## config.mk

```make
export PLATFORM = sky130hd
export DESIGN_NAME = tcu_dot_unit
export DESIGN_NICKNAME = d
export VERILOG_FILES = /design/src/tcu_fmt_pkg.sv /design/src/tcu_data_pkg.sv /design/src/tcu_dot_unit.sv /design/src/tcu_lane_reduce.sv /design/src/tcu_shared_mul.sv /design/src/tcu_operand_unpack.sv
export VERILOG_INCLUDE_DIRS = /design/src
export SDC_FILE = /design/constraint.sdc
export NUM_CORES = 2
export LEC_CHECK = 0
export BUFFER_PORTS_ARGS = -buffer_cell sky130_fd_sc_hd__buf_2
export CAP_MARGIN = 20
export CORE_MARGIN = 2
export CORE_UTILIZATION = 23
export CTS_CLUSTER_DIAMETER = 80
export CTS_CLUSTER_SIZE = 30
export DETAILED_ROUTE_END_ITERATION = 10
export HOLD_SLACK_MARGIN = 0.1
export SLEW_MARGIN = 20
export SYNTH_ARGS = -nofsm -noshare
export SYNTH_HDL_FRONTEND = slang
export SYNTH_SLANG_ARGS = --single-unit
```

## constraint.sdc

```tcl
create_clock -name clk -period 8.1 [get_ports clk]
set_input_delay 1.62 -clock clk [delete_from_list [all_inputs] [get_ports clk]]
set_output_delay 1.62 -clock clk [all_outputs]
set_load 0.01 [all_outputs]
```

## src/tcu_defs.svh

```systemverilog
`ifndef TCU_DEFS_SVH
`define TCU_DEFS_SVH

// Number of 32-bit words in one row of A and one column of B
`define TCU_N 2

// Each word is split into two 16-bit slices
`define TCU_SLICES (2 * `TCU_N)

// Widened elements per slice, four nibbles or two bytes plus two zeros
`define TCU_ELEMS 4

// One element after sign or zero extension
`define TCU_EW 9

// Sum of four 18-bit signed products per slice
`define TCU_PW 20

// Accumulator and result width
`define TCU_DW 32

`endif
```

## src/tcu_fmt_pkg.sv

```systemverilog
`include "tcu_defs.svh"

package tcu_fmt_pkg;

    // Integer element formats
    typedef enum logic [1:0] {
        FMT_I8 = 2'd0,
        FMT_U8 = 2'd1,
        FMT_I4 = 2'd2,
        FMT_U4 = 2'd3
    } tcu_fmt_e;

    // One element after widening to a common signed width
    typedef logic [`TCU_EW-1:0] tcu_elem_t;

    // Signed formats take sign extension, the others zero extension
    function automatic logic fmt_is_signed(input tcu_fmt_e fmt);
        return (fmt == FMT_I8) || (fmt == FMT_I4);
    endfunction

    // 4-bit formats pack four elements into a slice
    function automatic logic fmt_is_nibble(input tcu_fmt_e fmt);
        return (fmt == FMT_I4) || (fmt == FMT_U4);
    endfunction

endpackage

```

## src/tcu_data_pkg.sv

```systemverilog
`include "tcu_defs.svh"

package tcu_data_pkg;

    // Packed row or column word
    typedef logic [31:0] tcu_word_t;

    // C term and result
    typedef logic [`TCU_DW-1:0] tcu_acc_t;

    // Sum of the four products of one slice
    typedef logic [`TCU_PW-1:0] tcu_partial_t;

    // Request as presented by the issuing side
    typedef struct packed {
        tcu_fmt_pkg::tcu_fmt_e          fmt;
        logic [`TCU_N-1:0]              mask;
        tcu_word_t [`TCU_N-1:0]         a_row;
        tcu_word_t [`TCU_N-1:0]         b_col;
        tcu_acc_t                       c_val;
    } tcu_req_t;

    // Operands after unpacking, format no longer matters past this point
    typedef struct packed {
        tcu_fmt_pkg::tcu_elem_t [`TCU_SLICES-1:0][`TCU_ELEMS-1:0] a_elem;
        tcu_fmt_pkg::tcu_elem_t [`TCU_SLICES-1:0][`TCU_ELEMS-1:0] b_elem;
        tcu_acc_t                                                c_val;
    } tcu_unpacked_t;

    // Per-slice partial sums travelling with the C term
    typedef struct packed {
        tcu_partial_t [`TCU_SLICES-1:0] partial;
        tcu_acc_t                       c_val;
    } tcu_partials_t;

endpackage

```

## src/tcu_dot_unit.sv

```systemverilog
`timescale 1ns/1ps

module tcu_dot_unit (
    input  logic                   clk,
    input  logic                   rst_n,
    input  logic                   req_valid,
    input  tcu_data_pkg::tcu_req_t req,
    output logic                   res_valid,
    output tcu_data_pkg::tcu_acc_t res
);

    // Stage 1 to stage 2
    logic                        up_valid;
    tcu_data_pkg::tcu_unpacked_t up_data;

    // Stage 2 to stage 3
    logic                        pp_valid;
    tcu_data_pkg::tcu_partials_t pp_data;

    tcu_operand_unpack unpack_i (
        .clk       (clk),
        .rst_n     (rst_n),
        .req_valid (req_valid),
        .req       (req),
        .up_valid  (up_valid),
        .up_data   (up_data)
    );

    tcu_shared_mul mul_i (
        .clk      (clk),
        .rst_n    (rst_n),
        .up_valid (up_valid),
        .up_data  (up_data),
        .pp_valid (pp_valid),
        .pp_data  (pp_data)
    );

    tcu_lane_reduce reduce_i (
        .clk       (clk),
        .rst_n     (rst_n),
        .pp_valid  (pp_valid),
        .pp_data   (pp_data),
        .res_valid (res_valid),
        .res       (res)
    );

endmodule

```

## src/tcu_lane_reduce.sv

```systemverilog
`timescale 1ns/1ps
`include "tcu_defs.svh"

module tcu_lane_reduce (
    input  logic                        clk,
    input  logic                        rst_n,
    input  logic                        pp_valid,
    input  tcu_data_pkg::tcu_partials_t pp_data,
    output logic                        res_valid,
    output tcu_data_pkg::tcu_acc_t      res
);

    localparam int SLICES = `TCU_SLICES;
    localparam int PW     = `TCU_PW;
    localparam int DW     = `TCU_DW;
    // All partials plus the C term
    localparam int TERMS  = SLICES + 1;
    localparam int NODES  = 2 * TERMS - 1;

    // Heap-ordered adder tree with the root at node 0
    // Node i adds nodes 2i+1 and 2i+2
    // The last TERMS nodes are the leaves
    tcu_data_pkg::tcu_acc_t [NODES-1:0] tree;

    for (genvar l = 0; l < TERMS; l++) begin : g_leaf
        if (l < SLICES) begin : g_part
            assign tree[TERMS - 1 + l] =
                {{(DW - PW){pp_data.partial[l][PW-1]}}, pp_data.partial[l]};
        end else begin : g_c
            assign tree[TERMS - 1 + l] = pp_data.c_val;
        end
    end

    // Sums wrap modulo 2^DW
    for (genvar n = 0; n < TERMS - 1; n++) begin : g_node
        assign tree[n] = tree[2 * n + 1] + tree[2 * n + 2];
    end

    always_ff @(posedge clk or negedge rst_n) begin
        if (!rst_n) begin
            res_valid <= 1'b0;
        end else begin
            res_valid <= pp_valid;
        end
    end

    always_ff @(posedge clk) begin
        if (pp_valid) begin
            res <= tree[0];
        end
    end

endmodule

```

## src/tcu_shared_mul.sv

```systemverilog
`timescale 1ns/1ps
`include "tcu_defs.svh"

module tcu_shared_mul (
    input  logic                        clk,
    input  logic                        rst_n,
    input  logic                        up_valid,
    input  tcu_data_pkg::tcu_unpacked_t up_data,
    output logic                        pp_valid,
    output tcu_data_pkg::tcu_partials_t pp_data
);

    localparam int SLICES = `TCU_SLICES;
    localparam int ELEMS  = `TCU_ELEMS;
    localparam int EW     = `TCU_EW;
    localparam int PW     = `TCU_PW;
    localparam int MW     = 2 * EW;

    tcu_data_pkg::tcu_partials_t pp_next;

    // Bitwise majority, the carry half of a 3:2 compressor
    function automatic logic [PW-1:0] maj(
        input logic [PW-1:0] x,
        input logic [PW-1:0] y,
        input logic [PW-1:0] z
    );
        return (x & y) | (x & z) | (y & z);
    endfunction

    for (genvar s = 0; s < SLICES; s++) begin : g_slice
        logic [ELEMS-1:0][MW-1:0] prod;
        logic [ELEMS-1:0][PW-1:0] prod_ext;
        logic [PW-1:0]            sum_1;
        logic [PW-1:0]            cry_1;
        logic [PW-1:0]            sum_2;
        logic [PW-1:0]            cry_2;

        // Same four signed multipliers for every format
        for (genvar e = 0; e < ELEMS; e++) begin : g_mul
            assign prod[e] = $signed(up_data.a_elem[s][e]) * $signed(up_data.b_elem[s][e]);
            assign prod_ext[e] = {{(PW - MW){prod[e][MW-1]}}, prod[e]};
        end

        // Two 3:2 stages fold four products into a sum and carry pair
        assign sum_1 = prod_ext[0] ^ prod_ext[1] ^ prod_ext[2];
        assign cry_1 = maj(prod_ext[0], prod_ext[1], prod_ext[2]) << 1;
        assign sum_2 = sum_1 ^ cry_1 ^ prod_ext[3];
        assign cry_2 = maj(sum_1, cry_1, prod_ext[3]) << 1;

        // Carry-propagate adder, wraps at PW bits which the true sum never exceeds
        assign pp_next.partial[s] = sum_2 + cry_2;
    end

    assign pp_next.c_val = up_data.c_val;

    always_ff @(posedge clk or negedge rst_n) begin
        if (!rst_n) begin
            pp_valid <= 1'b0;
        end else begin
            pp_valid <= up_valid;
        end
    end

    always_ff @(posedge clk) begin
        if (up_valid) begin
            pp_data <= pp_next;
        end
    end

endmodule

```

## src/tcu_operand_unpack.sv

```systemverilog
`timescale 1ns/1ps
`include "tcu_defs.svh"

module tcu_operand_unpack (
    input  logic                        clk,
    input  logic                        rst_n,
    input  logic                        req_valid,
    input  tcu_data_pkg::tcu_req_t      req,
    output logic                        up_valid,
    output tcu_data_pkg::tcu_unpacked_t up_data
);

    localparam int SLICES = `TCU_SLICES;
    localparam int ELEMS  = `TCU_ELEMS;

    tcu_data_pkg::tcu_unpacked_t up_next;
    logic                        is_signed;
    logic                        is_nibble;

    // Pick element idx out of a 16-bit slice and extend it to the common width
    function automatic tcu_fmt_pkg::tcu_elem_t widen(
        input logic [15:0] slice,
        input int          idx,
        input logic        nibble,
        input logic        sgn
    );
        logic [3:0] nib;
        logic [7:0] raw;
        nib = slice[(idx % 4) * 4 +: 4];
        if (nibble) begin
            raw = {{4{nib[3] & sgn}}, nib};
        end else if (idx < 2) begin
            raw = slice[(idx % 2) * 8 +: 8];
        end else begin
            // Upper two elements idle in byte mode
            raw = 8'd0;
        end
        return {raw[7] & sgn, raw};
    endfunction

    assign is_signed = tcu_fmt_pkg::fmt_is_signed(req.fmt);
    assign is_nibble = tcu_fmt_pkg::fmt_is_nibble(req.fmt);

    for (genvar s = 0; s < SLICES; s++) begin : g_slice
        localparam int WORD = s / 2;
        localparam int HALF = (s % 2) * 16;

        logic [15:0] a_slice;
        logic [15:0] b_slice;

        // A masked word contributes nothing, zero its slices here
        assign a_slice = req.mask[WORD] ? req.a_row[WORD][HALF +: 16] : 16'd0;
        assign b_slice = req.mask[WORD] ? req.b_col[WORD][HALF +: 16] : 16'd0;

        for (genvar e = 0; e < ELEMS; e++) begin : g_elem
            assign up_next.a_elem[s][e] = widen(a_slice, e, is_nibble, is_signed);
            assign up_next.b_elem[s][e] = widen(b_slice, e, is_nibble, is_signed);
        end
    end

    assign up_next.c_val = req.c_val;

    always_ff @(posedge clk or negedge rst_n) begin
        if (!rst_n) begin
            up_valid <= 1'b0;
        end else begin
            up_valid <= req_valid;
        end
    end

    // Payload only moves with a request
    always_ff @(posedge clk) begin
        if (req_valid) begin
            up_data <= up_next;
        end
    end

endmodule

```

==> run summary <==
On the critical path, the stage with the largest delay is an instance of fa_1. The number of placed instances, taps included, is 11,300. The worst path required time came out at 8.50 ns.

The path with the worst hold slack has its endpoint at mul_i.pp_data[1]. The number of design-rule violations left by the first detailed-router iteration was 2,740. Origin of the critical flop-to-flop path: unpack_i.up_data[77].

At the end of the flow, the number of nets in the layout was 9,478. Setup repair after global routing could not meet its margin everywhere. Final standard cell area without fillers: 80,200 um^2.

The maximum number of pins on one net before global-route repair is 144, and the number of flops mapped to enable cells by yosys is 432. The delay of the slowest cell on the worst path was 0.55 ns. The type of the tightest min-delay check was reg -> reg. For the number of instances in the synthesized netlist, the log shows 7,098. TritonCTS built the clock tree.

By area the synthesized netlist is led by fa_1 35%, edfxtp_1 18%, ha_1 14%. The number of flip-flops and latches in the synthesized netlist was 435. The setup-violating endpoint count in the final report was 0; the post-layout minimum cycle time was 7.73 ns. Once detail routing completed, the nets flagged for antenna violations numbered 0. The source-to-sink clock delay at the later pin of the worst-skew pair is 0.75 ns, and the average instance area after synthesis is 10.2 um^2. The worst setup path is launched from a flop. 200 I/O pins were placed. The number of cells on the worst reg-to-reg path is 26. By count the netlist is led by 1,437 x inv_1, 1,259 x fa_1, 783 x ha_1. Effective utilization at floorplan: 23.1%. For this run, the number of standard cells in the final layout without fillers is 11,500. The cell that appears most often on the critical path is fa_1.

In this run the tool buffered the top-level ports with 199 buffer cells. After detailed placement, the total cell area comes to 78,000 um^2. For this run, asynchronously set or reset flops after synthesis account for 0.690%.

For the placed wire-length estimate, the log shows 153,000 um. In this run the tightest slew margin relative to its limit is 37.5%. The library cell with the largest summed area after synthesis is fa_1. For the final routed database, the setup TNS stands at 0 ns.

Across all layers, the routed design uses 47,100 vias. The maximum fanout along the worst path is 6. The tools report the cell row count as 205.

Dividing the detail-routed via count by the number of cells gives 4.11. For the initial antenna violation count, the log shows 17. Nature of the critical path endpoint: a flop. The maximum clock rate is 0.129 GHz, and the number of buffers inserted during clock tree synthesis is 51. For the pin with the worst max-slew slack, the measured transition is 0.938 ns.

The worst register-to-register path ends at mul_i.pp_data[71]. For the number of pins with negative max-slew slack in the final report, the log shows 0. The final RePlAce weighted congestion was 0.850; the remaining routing DRC violations was 0. The post-detailed-route wirelength per cell is 15.5 um, and the count of maximum capacitance violations is 0. STA puts the critical path data arrival time at 8.13 ns.

CTS clock-pin slew for the worst setup and hold paths: 0.07 ns. The clock root buffer was clkbuf_16. The fraction of layout instances using a drive strength above 1 is 5.92%, and the number of warnings issued by yosys is 0. Together, buffers and inverters on the worst path number 4. The logs give 0 for the number of hold violations in the final report and 435 for the number of sinks on the clock net. Dividing the final minimum period by the clock period gives 95.5%. The floorplan die width was 564 um; the number of detailed-routing iterations run before antenna repair was 5. The synthesized netlist contains 67 unique library cells. For this run, the share of the core covered by cells in the final layout is 25.7%. For the worst setup skew after layout, the log shows 0.0904 ns.

The total wirelength of the detailed-routed design is 178,000 um. Compared with the post-synthesis result, the final layout area differs by 11.3%. In this run the most critical hold path is launched from unpack_i.up_data[1]. By instance count, the leading cell after synthesis is inv_1. Die outline height: 564 um. In this design, the largest share of critical-path delay is due to adder cells. The share of the Yosys chip area taken by registers is 18.1%. Netlist area before placement: 72,100 um^2. Global routing consumed, over all layers together, 11.4% of the routing resources. Area share of the largest cell type after synthesis: 35.0%.

Summed over all layers, the global routing overflow is 0. The flow ran to the end, and the final reports show no timing, DRC or antenna violations. The layout has 33,300 filler cells. The die covers 318,000 um^2. The worst-case register-to-register setup slack is 0.37 ns. After clock tree synthesis, the flow added hold-fix buffers numbering 0. For the number of global-route vias before repair, the log shows 49,600. Critical path start-end classification: reg -> reg. The worst-case clock buffer depth was 3; the wire length of the first global-routing pass was 282,000 um. The worst hold path was traced through 0 stages. Most used flip-flop cell after synthesis: edfxtp_1. The core region area came out at 312,000 um^2. The net count of the mapped netlist is 9,307, and the H-tree depth is 2.
[kinds of logic after synthesis]
kind of cell / Yosys count / share of synthesized area (%)
muxes: 38 / 0.535
DFF: 435 / 18.1
adders and majority gates: 2042 / 48.6
AOI/OAI and AO/OA: 602 / 5.55
buffers and inverters: 1608 / 8.38
and+or+nand+nor: 1951 / 13.7
xor gates and xnor gates: 422 / 5.15
[layout make-up]
class	count	area (um^2)	share of cell area (%)
Sequential cell	435	13100	16.3
Multi-Input combinational cell	5055	53000	66.1
Clock inverter	42	542	0.675
Tap cell	4140	5180	6.46
Clock buffer	54	1310	1.63
Antenna cell	3	7.51	0.00936
Inverter	1437	5390	6.72
Timing Repair Buffer	289	1730	2.15
[worst register-to-register path, cell delays in order, from the launching register on]
cell and delay (ns):
edfxtp_1 0.49, nand2_1 0.15, fa_1 0.55, inv_1 0.05, fa_1 0.50, inv_1 0.06, fa_1 0.55, inv_1 0.05
fa_1 0.38, fa_1 0.49, ha_1 0.33, o21ai_0 0.12, a21boi_0 0.28, o21ai_1 0.13, nor2b_1 0.15, xnor2_1 0.29
fa_1 0.49, fa_1 0.45, ha_1 0.33, inv_1 0.11, o21bai_1 0.08, a21oi_1 0.15, nor2_1 0.06, or2_2 0.30
a221o_1 0.39, a2111oi_0 0.36, nor3b_1 0.10
[worst max-delay path by stage]
stage / slack (ns) / cells past startpoint / to / from
2_1_floorplan: 0.94 / 29 / mul_i.pp_data[71] / unpack_i.up_data[88]
3_3_place_gp: 0.43 / 26 / mul_i.pp_data[71] / unpack_i.up_data[227]
3_5_place_dp: 0.37 / 26 / mul_i.pp_data[71] / unpack_i.up_data[227]
4_1_cts: 0.23 / 26 / mul_i.pp_data[71] / unpack_i.up_data[227]
5_1_grt: -0.05 / 27 / mul_i.pp_data[71] / unpack_i.up_data[77]
6_report: 0.37 / 26 / mul_i.pp_data[71] / unpack_i.up_data[77]
[flip-flops by register name (all words and copies together), names as in the netlist]
register	flops
mul_i.pp_data	112
mul_i.pp_valid	1
reduce_i.res	32
reduce_i.res_valid	1
unpack_i.up_data	288
unpack_i.up_valid	1
[cells in the final DEF (no fill, tap or decap), drive strengths merged, types with 75 or more instances in the layout]
| master | n |
|---|---|
| a21boi | 86 |
| nand2 | 598 |
| nor2 | 273 |
| o21ai | 116 |
| nand2b | 129 |
| xor2 | 95 |
| a21oi | 169 |
| xnor2 | 326 |
| buf | 289 |
| fa | 1259 |
| inv | 1455 |
| and3 | 75 |
| and2 | 544 |
| nor2b | 125 |
| nor3 | 87 |
| ha | 783 |
| edfxtp | 432 |
[stage by stage]
step | setup slack, ns | hold slack, ns
after floorplan | 0.939 | 0.400
after global placement | 0.428 | 0.403
after detailed placement | 0.375 | 0.406
after CTS | 0.226 | 0.387
after global routing | -0.0470 | 0.379
final | 0.368 | 0.383
[repair_timing]
| item | 4_1_cts | 5_1_grt |
|---|---|---|
| gates resized for setup | 0 | 7 |
| setup buffers | 0 | 49 |
| setup endpoints to repair | 0 | 3 |
[layer usage]
layer	GRT usage (%)	share of wire [%]	vias to the layer above
li1	-	-	22500
met1	15.8	47	23600
met2	18.4	46	816
met3	1.78	4.8	137
met4	2.69	2.4	8
met5	0	0.024	-
Power is not shown: default switching activity piles up to over one toggle a cycle in this logic, so the estimate is an artifact.
